`src/hdl/mm_pkg.sv`:
```
/* Address map, data widths, vector types and the request target enum
   shared by the RAM and pseudo-peripheral block */
package mm_pkg;

  // bus widths
  localparam int ADDR_WIDTH = 32;
  localparam int DATA_WIDTH = 32;
  localparam int BE_WIDTH = DATA_WIDTH / 8;
  localparam int IRQ_ID_WIDTH = 5;

  // RAM region starts at address zero, 4 KiB
  localparam int RAM_ADDR_WIDTH = 12;
  localparam int RAM_WORDS = 2 ** (RAM_ADDR_WIDTH - 2);

  typedef logic [ADDR_WIDTH-1:0] addr_t;
  typedef logic [DATA_WIDTH-1:0] word_t;
  typedef logic [BE_WIDTH-1:0] be_t;
  typedef logic [IRQ_ID_WIDTH-1:0] irq_id_t;
  typedef logic [RAM_ADDR_WIDTH-3:0] ram_addr_t;

  // timer interrupt line, also the mask bit that enables it
  localparam irq_id_t TIMER_IRQ_ID = 5'd7;

  // timer registers
  localparam addr_t ADDR_TIMER_MASK = 32'h1500_0000;
  localparam addr_t ADDR_TIMER_CNT = 32'h1500_0004;
  // read-only, always returns zero
  localparam addr_t ADDR_TIMER_STAT = 32'h1500_1000;

  // test status and exit registers
  localparam addr_t ADDR_TEST_STATUS = 32'h2000_0000;
  localparam addr_t ADDR_EXIT = 32'h2000_0004;
  localparam addr_t ADDR_END_SIM = 32'h2000_0010;

  // values written to the status register
  localparam word_t TEST_PASS_CODE = 32'd123456789;
  localparam word_t TEST_FAIL_CODE = 32'd1;

  // where a request went, TGT_ERR when idle or unmapped
  typedef enum logic [1:0] {
    TGT_RAM    = 2'd0,
    TGT_PERIPH = 2'd1,
    TGT_ERR    = 2'd2
  } target_e;

endpackage

```
`src/hdl/mem_req_if.sv`:
```
/* Decoded single-cycle request from the bus controller to one target */
`timescale 1ns/1ps

interface mem_req_if;
  import mm_pkg::*;

  // strobe, one cycle per transaction, never refused
  logic  req;
  addr_t addr;
  logic  we;
  be_t   be;
  word_t wdata;

  modport ctrl(
    output req,
    output addr,
    output we,
    output be,
    output wdata
  );

  modport target(
    input req,
    input addr,
    input we,
    input be,
    input wdata
  );

endinterface

```
`src/hdl/mm_periph.sv`:
```
/* Countdown timer with maskable interrupt, test pass/fail flags
   and exit value outputs */
`timescale 1ns/1ps

module mm_periph (
  input  logic            clk_i,
  input  logic            rst_ni,
  mem_req_if.target       req,

  input  mm_pkg::irq_id_t irq_id_i,
  input  logic            irq_ack_i,
  output logic            irq_timer_o,

  output logic            tests_passed_o,
  output logic            tests_failed_o,
  output logic            exit_valid_o,
  output mm_pkg::word_t   exit_value_o
);
  import mm_pkg::*;

  logic  wr;
  logic  mask_wr;
  logic  cnt_wr;
  logic  status_wr;
  logic  exit_wr;
  logic  end_sim_wr;
  logic  timer_ack;
  word_t mask_q;
  word_t cnt_q;
  logic  irq_q;

  // only writes change state here, the status read just needs a response
  assign wr         = req.req && req.we;
  assign mask_wr    = wr && (req.addr == ADDR_TIMER_MASK);
  assign cnt_wr     = wr && (req.addr == ADDR_TIMER_CNT);
  assign status_wr  = wr && (req.addr == ADDR_TEST_STATUS);
  assign exit_wr    = wr && (req.addr == ADDR_EXIT);
  assign end_sim_wr = wr && (req.addr == ADDR_END_SIM);

  assign timer_ack = irq_ack_i && (irq_id_i == TIMER_IRQ_ID);

  // countdown pauses in cycles that write a timer register
  always_ff @(posedge clk_i or negedge rst_ni) begin
    if (!rst_ni) begin
      mask_q <= '0;
      cnt_q  <= '0;
      irq_q  <= 1'b0;
    end else if (mask_wr) begin
      mask_q <= req.wdata;
    end else if (cnt_wr) begin
      cnt_q <= req.wdata;
    end else begin
      if (cnt_q != '0) begin
        cnt_q <= cnt_q - 1'b1;
      end
      // fires on the 1 -> 0 step
      if (cnt_q == word_t'(1) && mask_q[TIMER_IRQ_ID]) begin
        irq_q <= 1'b1;
      end
      // acknowledge has priority over a new expiry
      if (timer_ack) begin
        irq_q <= 1'b0;
      end
    end
  end

  assign irq_timer_o = irq_q;

  // status and exit flags are strobes in the write cycle itself
  assign tests_passed_o = status_wr && (req.wdata == TEST_PASS_CODE);
  assign tests_failed_o = status_wr && (req.wdata == TEST_FAIL_CODE);
  assign exit_valid_o   = exit_wr || end_sim_wr;
  // end-of-simulation reports a clean exit
  assign exit_value_o   = exit_wr ? req.wdata : '0;

endmodule

```
`src/flat_wrapper.sv`:
```
// flat-port wrapper written by rule: the top's interface ports become plain ports
module mm_periph_flat import mm_pkg::*;
  (clk_i, rst_ni, irq_id_i, irq_ack_i, irq_timer_o, tests_passed_o, tests_failed_o, exit_valid_o, exit_value_o, req_req, req_addr, req_we, req_be, req_wdata);
  mem_req_if req_i ();
  input  logic clk_i;
  input  logic rst_ni;
  input  mm_pkg::irq_id_t irq_id_i;
  input  logic irq_ack_i;
  output logic irq_timer_o;
  output logic tests_passed_o;
  output logic tests_failed_o;
  output logic exit_valid_o;
  output mm_pkg::word_t exit_value_o;
  input wire logic [$bits(req_i.req)-1:0] req_req;
  input wire logic [$bits(req_i.addr)-1:0] req_addr;
  input wire logic [$bits(req_i.we)-1:0] req_we;
  input wire logic [$bits(req_i.be)-1:0] req_be;
  input wire logic [$bits(req_i.wdata)-1:0] req_wdata;
  assign req_i.req = req_req;
  assign req_i.addr = req_addr;
  assign req_i.we = req_we;
  assign req_i.be = req_be;
  assign req_i.wdata = req_wdata;
  mm_periph u_core (.clk_i(clk_i), .rst_ni(rst_ni), .req(req_i), .irq_id_i(irq_id_i), .irq_ack_i(irq_ack_i), .irq_timer_o(irq_timer_o), .tests_passed_o(tests_passed_o), .tests_failed_o(tests_failed_o), .exit_valid_o(exit_valid_o), .exit_value_o(exit_value_o));
endmodule
```
`config.mk`:
```
export PLATFORM = sky130hd
export DESIGN_NAME = mm_periph_flat
export DESIGN_NICKNAME = d
export VERILOG_FILES = /design/src/hdl/mm_pkg.sv /design/src/hdl/mem_req_if.sv /design/src/hdl/mm_periph.sv /design/src/flat_wrapper.sv
export SDC_FILE = /design/constraint.sdc
export NUM_CORES = 1
export LEC_CHECK = 0
export BUFFER_PORTS_ARGS = -buffer_cell sky130_fd_sc_hd__clkbuf_2
export CORE_MARGIN = 5
export CORE_UTILIZATION = 45
export DETAILED_ROUTE_END_ITERATION = 7
export PLACE_DENSITY = 0.77
export SLEW_MARGIN = 25
export SYNTH_ARGS = -nofsm -noshare
export SYNTH_HDL_FRONTEND = slang
export SYNTH_SLANG_ARGS = --single-unit
```
`constraint.sdc`:
```
create_clock -name clk_i -period 2.1 [get_ports clk_i]
set_input_delay 0.315 -clock clk_i [delete_from_list [all_inputs] [get_ports clk_i]]
set_output_delay 0.315 -clock clk_i [all_outputs]
set_load 0.005 [all_outputs]
```
-- Word level (Yosys, flattened, before mapping)
Cells that the tools add are included.
- register bits after elaboration: 41
- input bits: 78
- logic and storage cells: 36
- add/sub/neg operators: 1
- equality and inequality tests: 9
- multiplexer cells: 5
- bitwise gates (word level): 2
- reductions and logical operators: 16
- operator list (kind ; count):
    $eq A32 B30 Y1 const B ; 3
    $mux W32 ; 3
    $eq A32 B1 Y1 const B ; 2
    $eq A32 B29 Y1 const B ; 2
    $eq A32 B27 Y1 const B ; 1
    $reduce_bool A32 Y1 ; 1
    $sub A32 B1 Y32 const B ; 1
    $logic_and A1 B1 Y1 ; 10
    $eq A5 B3 Y1 const B ; 1
    $reduce_bool A2 Y1 ; 2
    $reduce_and A3 Y1 ; 1
    $mux W1 ; 2
    $not A1 Y1 ; 2
    $reduce_and A2 Y1 ; 1
    $logic_or A1 B1 Y1 ; 1

-- Depth between registers and ports, before layout
- depth after elaboration: 4
- depth in mapped cells: 10
- gate-level depth less buffers: 8

-- Worst setup path before layout
OpenSTA, ideal clock, no wires.
- path type: flip-flop to flip-flop
- start: register u_core.cnt_q[0]
- end: register u_core.cnt_q[13]
- setup time: 0.126 ns
- arrival: 2.073 ns
- required time: 1.974 ns
- setup slack: -0.099 ns
- cell stages (with the launch flop): 11
- buffers on the path: 2
- clock period less this slack: 2.199 ns
- cells stage by stage: dfrtp_1 inv_1 ha_1 nor3b_2 and3_1 clkbuf_1 nand4bb_1 buf_2 nand2_1 nor4_1 a221o_1
- longest elaborated chain between the ends: 3
- elaborated cells between the ends (all ways): 6
- RTL lines (element ; RTL line ; text):
    start, declared ; mm_periph.sv:29 ; word_t cnt_q;
    start signal, assigned ; mm_periph.sv:51 ; cnt_q <= req.wdata;
    start signal, assigned ; mm_periph.sv:54 ; cnt_q <= cnt_q - 1'b1;
    $sub A32 B1 Y32 / $reduce_bool A32 Y1 (equally long branches) ; mm_periph.sv:54, mm_periph.sv:53 ;
    $mux W32 / $reduce_bool A2 Y1 (equally long branches) ; n/a ;
    $mux W32 / $reduce_and A2 Y1 (equally long branches) ; n/a ;
Several ways; a longest one is shown, not always the timed one. The select of a mux whose other input is x is not followed.
A chain may end at the register's enable or synchronous reset.

-- Final worst setup path
- start: register u_core.cnt_q[14]
- end: register u_core.cnt_q[26]
The elaborated chain is that of the path after synthesis.

==> impl_metrics.tcl <==
set metrics [dict create \
    rsz0062_at_grt "true" \
    vias_per_cell 6.81 \
    hold_slack_ns 0.0541 \
    rows 29 \
    start_util_pct 46.4 \
    placed_cell_area_sq_um 4350 \
    setup_viol 36 \
    period_minus_slack_ns 2.38 \
    violations "negative setup slack" \
    path_delay_family "simple AND/OR/NAND/NOR gates" \
    htreeDepth 2 \
    synth_compound_area_share_pct 17.3 \
    final-hold-violation-count 0 \
    crit_chain "or4_4 -> nor4b_4 -> buf_4 -> nand3_1 -> o21ai_1 -> o21ai_1 -> a21oi_1" \
    worst_ep_arrival_time_ns 2.57 \
    syn_avg_cell_area_sq_um 8.35 \
    vias 4450 \
    required_ns 2.29 \
    portBuffers 109 \
    final_common_cell "buf_4" \
    fp.dieH_um 91.0 \
    netlist_area_sq_um 2950 \
    gr-total-overflow 0 \
    crit_type "flop to flop" \
    ys_dominant_reg_cell "dfrtp_1" \
    grt_pass1_wl_um 20400 \
    clockBufferDepth 2 \
    synth_top_family_by_area "simple AND/OR/NAND/NOR gates" \
    yosys.area_share.xor_xnor_pct 0.594 \
    fin_skew_ns 0.0175 \
    post_drt_wl_per_cell_um 23.8 \
    synth_fa_ha_area_share_pct 0.849 \
    path_max_fanout 4 \
    finalCoreUtilization_pct 81.9 \
    hp-class "input port to asynchronous set/reset pin" \
    syn_nets 433 \
    timing.setup.tns_ns -2.41 \
    final_cell_mix "buf_4 (108), clkbuf_2 (85), buf_6 (30)" \
    post-route-drc-count 0 \
    ys_ff_latch 34 \
    relSlewSlack_pct 68.2 \
    tightest_slew_ns 0.478 \
    dieArea_sq_um 8270 \
    synth-simple-area-share_pct 45.2 \
    ys_types 62 \
    fin_nets 655 \
    cts_tree "done" \
    final_area_sq_um 5200 \
    cp_common_cell "o21ai_1" \
    synth_warnings 0 \
    grt.total_usage_pct 30.0 \
    fin_crit_sh_pct 113 \
    gp_congestion 1.01 \
    drtIter0Drc 609 \
    cts_hold_buf 0 \
    muxShareOfSynthArea_pct 2.16 \
    ir_worst_vdd_mv 0.274 \
    synth_edf_count 0 \
    cp_slowest_stage_delay_ns 0.59 \
    clkTransAtPathRegs_ns 0.09 \
    cp-end-kind "flop" \
    async_flop_share_pct 100 \
    synthToLayoutAreaGrowth_pct 76.4 \
    ios 114 \
    fin_ws_ns -0.283 \
    clock_latency_ns 0.30 \
    drtPass1Iterations 6 \
    totalWireLength_um 15500 \
    slowest_stage "or4_4" \
    status "complete, but fails checks" \
    antenna_found_initial 1 \
    ys_seq_area_share_pct 28.9 \
    fp.coreArea_sq_um 6350 \
    place_hpwl_um 9600 \
    clockRootBuffer "clkbuf_8" \
    pre_cts_slack_ns -0.213 \
    drv_slew 0 \
    drtAntennaViolNets 0 \
    critical_path.startpoint_type "flop" \
    grt_pass1_vias 4094 \
    grt_max_degree 35 \
    cts.sinks 34 \
    power_density_nw_per_um2 258 \
    drive_gt1_share_pct 58.6 \
    maxCapViolCount 0 \
    synthCells 353 \
    fillers 347 \
    cts_buffers 5 \
    fp.dieW_um 91.0 \
    crit_buf_inv 1 \
    max_freq_mhz 420 \
    p_leak_nw 2.42 \
]
synth_stat cells, drive strengths merged (4+ instances only):
cell | n | area, sq um
a21boi | 4 | 30.0
a21oi | 20 | 100
a221o | 4 | 40.0
and3 | 33 | 206
buf | 12 | 83.8
clkbuf | 10 | 37.5
dfrtp | 34 | 851
inv | 7 | 26.3
nand2 | 21 | 78.8
nand3 | 14 | 70.1
nand4 | 19 | 140
nor2 | 30 | 113
nor3 | 23 | 141
nor4 | 27 | 239
nor4b | 8 | 97.6
o21ai | 20 | 100
o221a | 6 | 67.6
or3 | 8 | 60.1
or4 | 7 | 60.1
cells by family after synthesis:
kind of cell               count (synthesis)
AOI/OAI and AO/OA                         76
xor gates and xnor gates                   2
adders and majority gates                  2
buffers and inverters                     29
DFF                                       34
muxes                                      6
and+or+nand+nor                          204
worst paths after layout:
| check | end | depth (start not counted) | slack (ns) | start |
|---|---|---|---|---|
| min in group clk_i | u_core.irq_timer_o | 3 | 0.29 | irq_id_i[4] |
| worst min-delay path | u_core.cnt_q[8] | 2 | 0.05 | rst_ni |
| worst max register to register | u_core.cnt_q[26] | 7 | -0.28 | u_core.cnt_q[14] |
| max in group asynchronous | u_core.cnt_q[3] | 2 | 1.67 | rst_ni |
| worst max-delay path | u_core.cnt_q[26] | 7 | -0.28 | u_core.cnt_q[14] |
| worst min register to register | u_core.cnt_q[29] | 2 | 0.50 | u_core.cnt_q[29] |
what timing repair did:
| action | 4_1_cts | 5_1_grt |
|---|---|---|
| resized for setup | 34 | 101 |
| gates cloned | 0 | 4 |
| pin swaps | 14 | 48 |
| setup buffers | 5 | 12 |
| setup endpoints to repair | 63 | 65 |
report_power, final:
group | switching [mW] | internal [mW]
registers | 0.00000179 | 0.654
logic | 0.115 | 0.0926
clock network | 0.253 | 0.229
sequential cells by signal, indices dropped and copies added, names as in the netlist:
register            count
u_core.cnt_q           32
u_core.irq_timer_o      1
u_core.mask_q           1
layout make-up:
class | count | area [sq um] | area share, %
diodes | 1 | 2.50 | 0.0481
well taps | 77 | 96.3 | 1.85
multi-input cells | 290 | 2390 | 46.0
flip-flops and latches | 34 | 857 | 16.5
repair buffers | 237 | 1750 | 33.6
inverters | 7 | 26.3 | 0.505
clock buffers | 7 | 76.3 | 1.47
metrics by stage:
step | instances | total power, mW
global placement | 625 | 0.846
floorplan | 353 | 0.700
CTS | 637 | 1.32
detailed placement | 625 | 0.852
finish | 653 | 1.34
global route | 653 | 1.39
metal layers:
metal	up-vias	share of wire [%]	GRT usage, %	wire [um]
met4	0	8.0	15.5	1250
met5	-	0	0	0
met3	142	12	6.28	1910
met1	2044	34	37.7	5270
li1	1835	-	-	-
met2	429	46	48.4	7090
(Power assumes the default switching activity.)
