## config.mk

```make
export PLATFORM = sky130hd
export DESIGN_NAME = mm_bus_ctrl_flat
export DESIGN_NICKNAME = d
export VERILOG_FILES = /design/src/hdl/mm_pkg.sv /design/src/hdl/mem_req_if.sv /design/src/hdl/mm_bus_ctrl.sv /design/src/flat_wrapper.sv
export SDC_FILE = /design/constraint.sdc
export NUM_CORES = 1
export LEC_CHECK = 0
export BUFFER_PORTS_ARGS = -buffer_cell sky130_fd_sc_hd__buf_4
export CORE_AREA = 2 2 106 108
export DETAILED_ROUTE_END_ITERATION = 7
export DIE_AREA = 0 0 108 110
export GPL_TIMING_DRIVEN = 1
export PLACE_DENSITY = 0.48
export SETUP_SLACK_MARGIN = 0.5
export SKIP_LAST_GASP = 1
export SYNTH_ARGS = -nofsm -noshare
export SYNTH_HDL_FRONTEND = slang
export SYNTH_SLANG_ARGS = --single-unit
```

## constraint.sdc

```tcl
create_clock -name clk_i -period 2.6 [get_ports clk_i]
set_clock_uncertainty 0.1 [all_clocks]
set_input_delay 0.39 -clock clk_i [delete_from_list [all_inputs] [get_ports clk_i]]
set_output_delay 0.39 -clock clk_i [all_outputs]
set_load 0.05 [all_outputs]
```

## src/hdl/mm_pkg.sv

```systemverilog
/* Address map, data widths, vector types and the request target enum
   shared by the RAM and pseudo-peripheral block */
package mm_pkg;

  // bus widths
  localparam int ADDR_WIDTH = 32;
  localparam int DATA_WIDTH = 32;
  localparam int BE_WIDTH = DATA_WIDTH / 8;
  localparam int IRQ_ID_WIDTH = 5;

  // RAM region starts at address zero, 4 KiB
  localparam int RAM_ADDR_WIDTH = 12;
  localparam int RAM_WORDS = 2 ** (RAM_ADDR_WIDTH - 2);

  typedef logic [ADDR_WIDTH-1:0] addr_t;
  typedef logic [DATA_WIDTH-1:0] word_t;
  typedef logic [BE_WIDTH-1:0] be_t;
  typedef logic [IRQ_ID_WIDTH-1:0] irq_id_t;
  typedef logic [RAM_ADDR_WIDTH-3:0] ram_addr_t;

  // timer interrupt line, also the mask bit that enables it
  localparam irq_id_t TIMER_IRQ_ID = 5'd7;

  // timer registers
  localparam addr_t ADDR_TIMER_MASK = 32'h1500_0000;
  localparam addr_t ADDR_TIMER_CNT = 32'h1500_0004;
  // read-only, always returns zero
  localparam addr_t ADDR_TIMER_STAT = 32'h1500_1000;

  // test status and exit registers
  localparam addr_t ADDR_TEST_STATUS = 32'h2000_0000;
  localparam addr_t ADDR_EXIT = 32'h2000_0004;
  localparam addr_t ADDR_END_SIM = 32'h2000_0010;

  // values written to the status register
  localparam word_t TEST_PASS_CODE = 32'd123456789;
  localparam word_t TEST_FAIL_CODE = 32'd1;

  // where a request went, TGT_ERR when idle or unmapped
  typedef enum logic [1:0] {
    TGT_RAM    = 2'd0,
    TGT_PERIPH = 2'd1,
    TGT_ERR    = 2'd2
  } target_e;

endpackage

```

## src/hdl/mem_req_if.sv

```systemverilog
/* Decoded single-cycle request from the bus controller to one target */
`timescale 1ns/1ps

interface mem_req_if;
  import mm_pkg::*;

  // strobe, one cycle per transaction, never refused
  logic  req;
  addr_t addr;
  logic  we;
  be_t   be;
  word_t wdata;

  modport ctrl(
    output req,
    output addr,
    output we,
    output be,
    output wdata
  );

  modport target(
    input req,
    input addr,
    input we,
    input be,
    input wdata
  );

endinterface

```

## src/hdl/mm_bus_ctrl.sv

```systemverilog
/* Data port decoder with same-cycle grant, target register
   and one-cycle response path */
`timescale 1ns/1ps

module mm_bus_ctrl (
  input  logic          clk_i,
  input  logic          rst_ni,

  input  logic          data_req_i,
  input  logic          data_we_i,
  input  mm_pkg::addr_t data_addr_i,
  input  mm_pkg::be_t   data_be_i,
  input  mm_pkg::word_t data_wdata_i,
  output logic          data_gnt_o,
  output logic          data_rvalid_o,
  output mm_pkg::word_t data_rdata_o,

  input  mm_pkg::word_t ram_rdata_i,

  mem_req_if.ctrl       ram_req,
  mem_req_if.ctrl       per_req
);
  import mm_pkg::*;

  target_e tgt_d;
  target_e tgt_q;
  logic    we_q;
  logic    ram_hit;
  logic    per_wr_hit;
  logic    per_rd_hit;

  // RAM sits at the bottom of the address space
  assign ram_hit = (data_addr_i[ADDR_WIDTH-1:RAM_ADDR_WIDTH] == '0);

  // peripheral registers, writes and reads have separate maps
  assign per_wr_hit = (data_addr_i == ADDR_TIMER_MASK) ||
                      (data_addr_i == ADDR_TIMER_CNT) ||
                      (data_addr_i == ADDR_TEST_STATUS) ||
                      (data_addr_i == ADDR_EXIT) ||
                      (data_addr_i == ADDR_END_SIM);
  assign per_rd_hit = (data_addr_i == ADDR_TIMER_STAT);

  always_comb begin
    tgt_d = TGT_ERR;
    if (data_req_i) begin
      if (ram_hit) begin
        tgt_d = TGT_RAM;
      end else if (data_we_i ? per_wr_hit : per_rd_hit) begin
        tgt_d = TGT_PERIPH;
      end
    end
  end

  // grant whenever the request lands somewhere, no stalls
  assign data_gnt_o = (tgt_d != TGT_ERR);

  assign ram_req.req   = (tgt_d == TGT_RAM);
  assign ram_req.addr  = data_addr_i;
  assign ram_req.we    = data_we_i;
  assign ram_req.be    = data_be_i;
  assign ram_req.wdata = data_wdata_i;

  assign per_req.req   = (tgt_d == TGT_PERIPH);
  assign per_req.addr  = data_addr_i;
  assign per_req.we    = data_we_i;
  assign per_req.be    = data_be_i;
  assign per_req.wdata = data_wdata_i;

  // remember where the granted request went, TGT_ERR means no response due
  always_ff @(posedge clk_i or negedge rst_ni) begin
    if (!rst_ni) begin
      tgt_q <= TGT_ERR;
      we_q  <= 1'b0;
    end else begin
      tgt_q <= tgt_d;
      we_q  <= data_we_i;
    end
  end

  assign data_rvalid_o = (tgt_q != TGT_ERR);

  // only RAM reads return data, everything else answers zero
  assign data_rdata_o = (tgt_q == TGT_RAM && !we_q) ? ram_rdata_i : '0;

endmodule

```

## src/flat_wrapper.sv

```systemverilog
// flat-port wrapper written by rule: the top's interface ports become plain ports
module mm_bus_ctrl_flat import mm_pkg::*;
  (clk_i, rst_ni, data_req_i, data_we_i, data_addr_i, data_be_i, data_wdata_i, data_gnt_o, data_rvalid_o, data_rdata_o, ram_rdata_i, ram_req_req, ram_req_addr, ram_req_we, ram_req_be, ram_req_wdata, per_req_req, per_req_addr, per_req_we, per_req_be, per_req_wdata);
  mem_req_if ram_req_i ();
  mem_req_if per_req_i ();
  input  logic clk_i;
  input  logic rst_ni;
  input  logic data_req_i;
  input  logic data_we_i;
  input  mm_pkg::addr_t data_addr_i;
  input  mm_pkg::be_t data_be_i;
  input  mm_pkg::word_t data_wdata_i;
  output logic data_gnt_o;
  output logic data_rvalid_o;
  output mm_pkg::word_t data_rdata_o;
  input  mm_pkg::word_t ram_rdata_i;
  output wire logic [$bits(ram_req_i.req)-1:0] ram_req_req;
  output wire logic [$bits(ram_req_i.addr)-1:0] ram_req_addr;
  output wire logic [$bits(ram_req_i.we)-1:0] ram_req_we;
  output wire logic [$bits(ram_req_i.be)-1:0] ram_req_be;
  output wire logic [$bits(ram_req_i.wdata)-1:0] ram_req_wdata;
  output wire logic [$bits(per_req_i.req)-1:0] per_req_req;
  output wire logic [$bits(per_req_i.addr)-1:0] per_req_addr;
  output wire logic [$bits(per_req_i.we)-1:0] per_req_we;
  output wire logic [$bits(per_req_i.be)-1:0] per_req_be;
  output wire logic [$bits(per_req_i.wdata)-1:0] per_req_wdata;
  assign ram_req_req = ram_req_i.req;
  assign ram_req_addr = ram_req_i.addr;
  assign ram_req_we = ram_req_i.we;
  assign ram_req_be = ram_req_i.be;
  assign ram_req_wdata = ram_req_i.wdata;
  assign per_req_req = per_req_i.req;
  assign per_req_addr = per_req_i.addr;
  assign per_req_we = per_req_i.we;
  assign per_req_be = per_req_i.be;
  assign per_req_wdata = per_req_i.wdata;
  mm_bus_ctrl u_core (.clk_i(clk_i), .rst_ni(rst_ni), .data_req_i(data_req_i), .data_we_i(data_we_i), .data_addr_i(data_addr_i), .data_be_i(data_be_i), .data_wdata_i(data_wdata_i), .data_gnt_o(data_gnt_o), .data_rvalid_o(data_rvalid_o), .data_rdata_o(data_rdata_o), .ram_rdata_i(ram_rdata_i), .ram_req(ram_req_i), .per_req(per_req_i));
endmodule
```

Word-level counts from Yosys, hierarchy flattened --
Cells that the tools add are included.
Cells by class: reductions and logical operators 9, muxes and demuxes 5, eq/ne operators 9
Operators by type and width (number):
- $eq A32 B29 Y1 const B | 3
- $eq A32 B30 Y1 const B | 3
- $mux W32 | 1
- $logic_not A20 Y1 | 1
- $mux W2 | 3
- $logic_not A2 Y1 | 2
- $logic_or A1 B1 Y1 | 4
- $ne A2 B2 Y1 const B | 2
- $eq A2 B1 Y1 const B | 1
- $logic_and A1 B1 Y1 | 1
- $logic_not A1 Y1 | 1
- $mux W1 | 1
Word-level totals: output and inout port bits 174, register bits after elaboration 3

Longest topological paths before layout --
Gate-level depths: netlist of the first run.
word-level depth 10, depth in mapped cells 4, gate-level depth less buffers 4

Least setup slack after synthesis of the first run --
No wires, ideal clock.
path type in2out, start point input port data_addr_i[5], end point output port data_gnt_o, required time 2110 ps, cell stages on the path 4, path buffers 0, arrival time 1762 ps, slack 348 ps, path through nor4_1 -> and4_1 -> nand4_2 -> a21oi_1
On the way: cells in the longest elaborated chain, start to end 10, elaborated cells between the ends (all ways) 15, those cells by class 7 x eq/ne; 4 x mux; 4 x reduce/logical
Ends and longest elaborated chain:
- start: declaration | line flat_wrapper.sv:10 | input mm_pkg::addr_t data_addr_i;
- $eq A32 B29 Y1, on equally long branches | line mm_bus_ctrl.sv:36, mm_bus_ctrl.sv:37
- $logic_or A1 B1 Y1 | line mm_bus_ctrl.sv:36 | assign per_wr_hit = (data_addr_i == ADDR_TIMER_MASK) ||
- $logic_or A1 B1 Y1 | line mm_bus_ctrl.sv:37 | (data_addr_i == ADDR_TIMER_CNT) ||
- $logic_or A1 B1 Y1 | line mm_bus_ctrl.sv:38 | (data_addr_i == ADDR_TEST_STATUS) ||
- $logic_or A1 B1 Y1 | line mm_bus_ctrl.sv:39 | (data_addr_i == ADDR_EXIT) ||
- $mux W1 (*) | line mm_bus_ctrl.sv:48 | end else if (data_we_i ? per_wr_hit : per_rd_hit) begin
- $mux W2 (*) | line mm_bus_ctrl.sv:48
- $mux W2 (*) | line mm_bus_ctrl.sv:46 | if (ram_hit) begin
- $mux W2 (*) | line mm_bus_ctrl.sv:45 | if (data_req_i) begin
- $ne A2 B2 Y1 (*) | line mm_bus_ctrl.sv:55 | assign data_gnt_o = (tgt_d != TGT_ERR);
- end: declaration | line flat_wrapper.sv:13 | output logic data_gnt_o;
Mark *: on every way between the ends. The rest lies on a longest branch, timed or not.

Worst setup path in the final report of the first run --
start point input port data_addr_i[3], end point output port data_gnt_o
Same word-level chain as after synthesis.

==> results of run 1 <==
report_power, final:
group	internal, mW	leakage (nW)	switching (mW)
combinational	0.138	1.01	0.249
sequential	0.0479	0.0362	0.000341
clock	0.105	0.0228	0.0308
total	0.291	1.07	0.280
metal layers:
metal / part of all wire / vias up
met5: 0 / -
met1: 0.26 / 549
li1: - / 570
met4: 0.024 / 0
met2: 0.57 / 152
met3: 0.15 / 12
flip-flops by register name, indices dropped and copies added (netlist names):
register / cells
u_core.tgt_q: 2
u_core.we_q: 1
area by class of cell:
class | count | area (um^2) | share of cell area
Timing Repair Buffer | 172 | 1300 | 0.644
Multi-Input combinational cell | 59 | 418 | 0.207
Tap cell | 140 | 175 | 0.0869
Sequential cell | 3 | 76.3 | 0.0379
Clock buffer | 4 | 45.0 | 0.0223
Inverter | 1 | 3.75 | 0.00186
kinds of logic (layout without fill, tap and decap cells):
logic type,after synthesis,count (layout)
flops,3,3
buf+inv,142,177
compound gates,4,4
simple gates,55,55
repair_timing:
item                                    in CTS  in global routing
endpoints found under the setup margin       3                  3
resized for setup                            2                  3
pin swaps                                    1                  0
hold buffers                                 1                  0
endpoints found under the hold margin        2                  0
buffers inserted                             1                  0
worst max-delay path: stages:
cell	delay (ns)
buf_4	0.12
nor3_2	0.26
and4_1	0.27
nand4_4	0.13
a21oi_2	0.18
buf_6	0.17
cells in the final DEF, fill, tap and decap left out, types with 2 or more instances in the layout:
cell type  netlist  routed
buf_4          138     170
and2_1          32      32
nor2_1           6       5
nor3_2           1       3
clkbuf_8         0       3
nor3_1           4       2
nor4_2           0       2
dfrtp_1          2       2
path summary, 6_finish.rpt:
check	to	slack (ns)	cells after the start
max	data_gnt_o	0.58	6
min	u_core.we_q$_DFF_PN0_	0.24	1
max in group asynchronous	u_core.tgt_q[1]$_DFF_PN1_	1.81	2
min in group asynchronous	u_core.tgt_q[0]$_DFF_PN0_	0.40	2
through the flow:
stage	setup WS (ns)	power, mW	hold slack (ns)	utilization	instance area (um^2)
floorplan	0.496	0.629	-0.00559	-	1520
global placement	0.392	0.434	0.0794	0.180	1920
detailed placement	0.373	0.435	0.0815	0.180	1920
CTS	0.483	0.577	0.245	0.186	1990
global route	0.490	0.598	0.246	0.188	2020
finish	0.584	0.571	0.245	0.188	2020
==> reports/results.ini, run 1 <==
[global_route]
antenna_found_initial=0
use_met3=0.0200
grt-busiest-layer=met2
grt_pass1_vias=1097
grt_max_degree=33
grt_overflow_total=0
use_met1=0.0462
grt_pass1_wl_um=5640
track_usage=0.0620
use_met2=0.136

[setup_path]
critical_path_class=primary input to primary output
required_ns=2.11
crit_path_end_kind=primary output
worstSetupStartpoint=data_addr_i[3]
critical_path_peak_fanout=4
worstPathArrival_ns=1.53
start_kind=primary input

[cells_and_area]
instances_no_fill=379
areaGrowthSynthToFinish_pct=33.4
nets=344
diodes=0
fillers=1193
drive_gt1_frac=0.774

[route]
vias_per_cell=3.39
drc=0
drt_pass1_iterations=4
ant_nets=0
wl_um=4530
routedWlPerCell_um=11.9
drt-initial-drc-count=15
vias=1283

[timing]
setup_viol_count_final=0
drv_slew=0
worst_slew_pin_slew_ns=0.318
tns_ns=0
period_minus_slack_ns=2.02
slew_headroom=0.785
fmaxAchievable_mhz=496
min_period_over_period=0.775
rsz0062_at_grt=true
hold_viol=0

[logic_synthesis]
synth_commonest_cells=buf_4, and2_1, nor2_1
synth_compound_area_frac=0.0207
synth-seq-cells=3
synth_flop_cell=dfrtp_1
synth.area.top_cells=buf_4, and2_1, dfrtp_1, dfstp_2, nor2_1
async_reset_ff_frac=1.00
syn_area_um2=1510
yosysWarnings=0
synth.area.mux_share=0
yosysMostFrequentCell=buf_4
synth_xor_area_frac=0
synthCells=204
syn_nets=308
ys_seq_area_frac=0.0505
synthSimpleGateAreaFrac=0.231
synth_edf_count=0
avgSynthCellArea_um2=7.41
synth_top_family_by_area=buffers and inverters
synthAdderAreaFrac=0
netlist-cell-type-count=24
yosysTopAreaCell=buf_4
synth_top_area_share=0.685

[worst_hold_path]
hold_path.class=primary input to flip-flop
min_from=data_we_i

[floorplan]
die_area_um2=11900
die_x_um=108
initial_core_util=0.141
die_h_um=110
rows=38
core_area_um2=10700
boundaryPins=278

[placement]
port_buffers=169
hpwl_um=4130
globalplace.congestion=0.645
place_inst=373

[clocking]
h-tree-depth=1
tritoncts=done
clk_pin_slew_ns=0.03
cts_sinks=3
cts_root_buf=clkbuf_8
numCtsBuffers=3
cts_buffer_depth=2

[power]
power.density_nw_per_um2=283
p_leak_nw=1.07
ir_worst_vdd_mv=0.157

[outcome]
status=completed

[job]
maxCapViolations=0

Power figures use the tool's default switching activity.
==> run 2, diff against run 1 <==
- ABC_AREA: not set -> 1
- CORE_AREA: 2 2 106 108 -> 2 2 107 109
- DIE_AREA: 0 0 108 110 -> 0 0 109 111
- PLACE_DENSITY: 0.48 -> 0.49
- clock period: 2.6 -> 1.9 ns (I/O delays scaled with it)
==> run 2 against run 1 <==
Total power increased by 78%; sequential power increased by 37%; setup slack got worse by 0.53 ns; largest power group unchanged; critical path depth decreased by 2; clock-buffer cell count unchanged; sequential share of layout area decreased by 1.0 points; utilization increased by 6.3 points.
==> reports/results.ini, run 2 <==
[outcome]
status=completed

[logic_synthesis]
yosysWarnings=0
synth_top_area_share=0.607
synthCells=278
synthSimpleGateAreaFrac=0.205
avgSynthCellArea_um2=6.14
synth.area.top_cells=buf_4, inv_1, nor2_1, nand2_1, nor2_2
synth_commonest_cells=buf_4, inv_1, nor2_1
netlist-cell-type-count=16
synth_edf_count=0
synth_flop_cell=dfrtp_1
synth_top_family_by_area=buffers and inverters
synth_compound_area_frac=0.00733
synthAdderAreaFrac=0
synth-seq-cells=3
async_reset_ff_frac=1.00
syn_nets=382
ys_seq_area_frac=0.0447
yosysTopAreaCell=buf_4
synth.area.mux_share=0
yosysMostFrequentCell=buf_4
syn_area_um2=1710
synth_xor_area_frac=0

[floorplan]
core_area_um2=11100
die_x_um=109
boundaryPins=278
initial_core_util=0.154
die_area_um2=12100
rows=39
die_h_um=111

[placement]
hpwl_um=4090
place_area_um2=2350
place_ws_ns=0.0935
port_buffers=169
globalplace.congestion=0.717

[timing]
setup_ws_ns=0.0498
hold_viol=0
min_period_over_period=0.974
worst_slew_pin_slew_ns=0.201
fmaxAchievable_mhz=540
tns_ns=0
rsz0062_at_grt=true
setup_viol_count_final=0
drv_slew=0
slew_headroom=0.866
period_minus_slack_ns=1.85

[cells_and_area]
nets=420
regArea_um2=76.3
multi_input_area_um2=696
top_regs=u_core.tgt_q x2, u_core.we_q x1
largest_register=u_core.tgt_q
areaGrowthSynthToFinish_pct=63.0
drive_gt1_frac=0.790
diodes=0
final_common_cell=buf_4
layout_common_cells=buf_4, buf_6, inv_1
largest_reg_flops=2
utilization=0.251
fin_area_um2=2780
fillers=1201

[setup_path]
crit_chain=or3_4 -> buf_12 -> nor2_4 -> buf_6
worstPathArrival_ns=1.47
crit_path_end_kind=primary output
required_ns=1.51
critical_path_class=flip-flop to primary output
critPathSlowestCell=or3_4
slowest_delay_ns=0.42
start_kind=flip-flop
critical_path_peak_fanout=17

[route]
drt-initial-drc-count=29
ant_nets=0
drc=0
vias_per_cell=3.31
wl_um=4750
routedWlPerCell_um=10.4
vias=1515
drt_pass1_iterations=3

[clocking]
cts_buffer_depth=2
tritoncts=done
cts_root_buf=clkbuf_16
h-tree-depth=1
clk_pin_slew_ns=0.03
cts_sinks=3
numCtsBuffers=3

[power]
power.total_mw=1.02
p_sw_mw=0.451
swShare=0.444
ir_worst_vdd_mv=0.212
p_seq_frac=0.065
power_frac_comb=0.606
p_leak_nw=1.45
p_int_mw=0.566
power.density_nw_per_um2=365
clock_power_share=0.329

[global_route]
antenna_found_initial=0
grt_pass1_vias=1406
grt_overflow_total=0
grt_pass1_wl_um=6640
track_usage=0.0705
grt_max_degree=18

[job]
maxCapViolations=0

[worst_hold_path]
hold_path.class=primary input to flip-flop

==> run 2: cell count changes in the layout (fill, tap and decap cells not counted), sizes merged, moves of 2 or more <==
cell and delta:
nor2 +45, nand2 +19, nor4 -2, inv +49
buf +3, and2 -29, nand3 +2, nor3 -5
==> run 2: stage by stage <==
stage,instances,hold slack [ns]
finish,458,0.146
global route,458,0.160
CTS,457,0.147
detailed placement,450,-0.0258
global placement,450,-0.0256
floorplan,278,-0.111
==> run 2: final timing paths <==
check                      depth (start not counted)                         to  slack (ns)                   from
max                                                4           data_rdata_o[21]        0.05  u_core.we_q$_DFF_PN0_
min                                                1      u_core.we_q$_DFF_PN0_        0.15              data_we_i
max in group asynchronous                          2  u_core.tgt_q[1]$_DFF_PN1_        1.18                 rst_ni
min in group asynchronous                          2  u_core.tgt_q[0]$_DFF_PN0_        0.34                 rst_ni
==> run 2: timing repair <==
item / 4_1_cts / 5_1_grt
endpoints found under the setup margin: 35 / 35
pin swaps: 24 / 18
resized for setup: 78 / 20
buffers inserted: 2 / 1
hold buffers: 1 / 0
endpoints found under the hold margin: 3 / 0
==> run 2: layout make-up <==
type / count / share of cell area
timing repair buffer: 175 / 0.563
multi-input combinational: 83 / 0.250
sequential: 3 / 0.0274
tap: 143 / 0.0643
clock buffer: 4 / 0.0283
inverter: 50 / 0.0674
==> run 2: power groups by stage <==
stage               registers, mW  clock network (mW)  logic (mW)
finish                     0.0658               0.335       0.616
global route               0.0659               0.345       0.646
CTS                        0.0658               0.341       0.609
detailed placement         0.0665                   0       0.579
global placement           0.0664                   0       0.575
floorplan                  0.0663                   0       0.839
==> run 2: kinds of logic (layout without fill, tap and decap cells) <==
group / after synthesis / in the layout
AO/OA/AOI/OAI: 2 / 2
AND/OR/NAND/NOR: 81 / 81
buffers and inverters: 192 / 229
flip-flops: 3 / 3
==> run 2: per-layer routing <==
layer	up-vias	track usage	part of all wire
met5	-	0	0
met4	0	0.0274	0.015
met3	8	0.0429	0.18
met2	165	0.121	0.50
met1	613	0.0670	0.31
li1	729	-	-
==> run 2: critical path, delay by kind of cell, from the launching register on <==
| kind | cells | cell delay, ns |
|---|---|---|
| flip-flops | 1 | 0.35 |
| AND/OR/NAND/NOR | 2 | 0.54 |
| buffers and inverters | 2 | 0.36 |
==> run 3, diff against run 2 <==
- CTS_BUF_LIST: not set -> sky130_fd_sc_hd__clkbuf_16
==> run 3 against run 2 <==
Critical path depth stayed put; via count stayed put; utilization stayed put; largest cell class unchanged; maximum frequency hardly changed; critical path type unchanged; die area stayed put; worst hold slack hardly changed; wire length stayed put; global-route usage stayed put; clock-buffer cell count is 1 lower.
==> reports/results.ini, run 3 (synthesis results as in run 2) <==
[outcome]
status=completed

[cells_and_area]
top_regs=u_core.tgt_q x2, u_core.we_q x1
largest_register=u_core.tgt_q
utilization=0.251
drive_gt1_frac=0.790
nets=420
final_common_cell=buf_4
fillers=1201
fin_area_um2=2780
regArea_um2=76.3
largest_reg_flops=2
multi_input_area_um2=696
diodes=0
areaGrowthSynthToFinish_pct=63.0
layout_common_cells=buf_4, buf_6, inv_1

[clocking]
h-tree-depth=1
numCtsBuffers=3
cts_root_buf=clkbuf_16
cts_sinks=3
clk_pin_slew_ns=0.03
tritoncts=done
cts_buffer_depth=2

[placement]
place_area_um2=2350
port_buffers=169
globalplace.congestion=0.717
hpwl_um=4090

[setup_path]
critPathSlowestCell=or3_4
worstSetupStartpoint=u_core.we_q$_DFF_PN0_
required_ns=1.51
worstPathArrival_ns=1.47
crit_family=simple AND/OR/NAND/NOR gates
crit_path_end_kind=primary output
start_kind=flip-flop
crit_chain=or3_4 -> buf_12 -> nor2_4 -> buf_6
slowest_delay_ns=0.42
critical_path_class=flip-flop to primary output
path_buf_inv=2
critical_path_peak_fanout=17

[floorplan]
rows=39
die_x_um=109
initial_core_util=0.154
die_h_um=111
core_area_um2=11100
boundaryPins=278
die_area_um2=12100

[worst_hold_path]
hold_path.class=primary input to flip-flop
min_from=data_we_i

[job]
maxCapViolations=0

[timing]
rsz0062_at_grt=true
slew_headroom=0.866
period_minus_slack_ns=1.85
min_period_over_period=0.974
fmaxAchievable_mhz=540
setup_viol_count_final=0
worst_slew_pin_slew_ns=0.201
tns_ns=0
drv_slew=0
hold_viol=0

[power]
power.density_nw_per_um2=363
ir_worst_vdd_mv=0.212
power.total_mw=1.01
p_leak_nw=1.45

[route]
ant_nets=0
vias_per_cell=3.31
drc=0
drt_pass1_iterations=3
routedWlPerCell_um=10.4
drt-initial-drc-count=29
vias=1515
wl_um=4750

[global_route]
use_met1=0.0670
track_usage=0.0705
use_met3=0.0429
antenna_found_initial=0
grt-busiest-layer=met2
grt_max_degree=18
grt_overflow_total=0
use_met2=0.121
grt_pass1_wl_um=6640
grt_pass1_vias=1406

[run 3: final timing paths]
check                      slack, ns  depth (start not counted)                   endpoint
min in group asynchronous       0.34                          2  u_core.tgt_q[0]$_DFF_PN0_
worst min-delay path            0.15                          1      u_core.we_q$_DFF_PN0_
max in group asynchronous       1.18                          2  u_core.tgt_q[1]$_DFF_PN1_
worst max-delay path            0.05                          4           data_rdata_o[21]
[run 3: report_power, final]
group | switching (mW) | leakage, nW | internal, mW
registers | 0.000291 | 0.0362 | 0.0655
clock network | 0.0584 | 0.0423 | 0.271
logic | 0.393 | 1.38 | 0.223
[run 3: repair_timing]
action                                  in CTS  in global routing
gates cloned                                 0                  0
endpoints found under the hold margin        3                  0
setup buffers                                2                  1
endpoints found under the setup margin      35                 35
pin swaps                                   24                 18
gates resized for setup                     78                 20
hold buffers                                 1                  0
[run 3: through the flow]
step           hold WS, ns  setup WS, ns  cells
2_1_floorplan       -0.111         0.219    278
3_3_place_gp       -0.0256         0.116    450
3_5_place_dp       -0.0258        0.0935    450
4_1_cts              0.147        0.0368    457
5_1_grt              0.160      0.000623    458
6_report             0.145        0.0495    458
[run 3: metal layers]
layer,wire length [um],vias up
met1,1460,613
met2,2390,165
li1,-,729
met3,837,8
met5,0,-
met4,72,0
[run 3: final cells by class]
class | instances | area share
timing repair buffer | 175 | 0.563
multi-input combinational | 83 | 0.250
inverter | 50 | 0.0674
tap | 143 | 0.0643
sequential | 3 | 0.0274
clock buffer | 3 | 0.0270
clock inverter | 1 | 0.00135
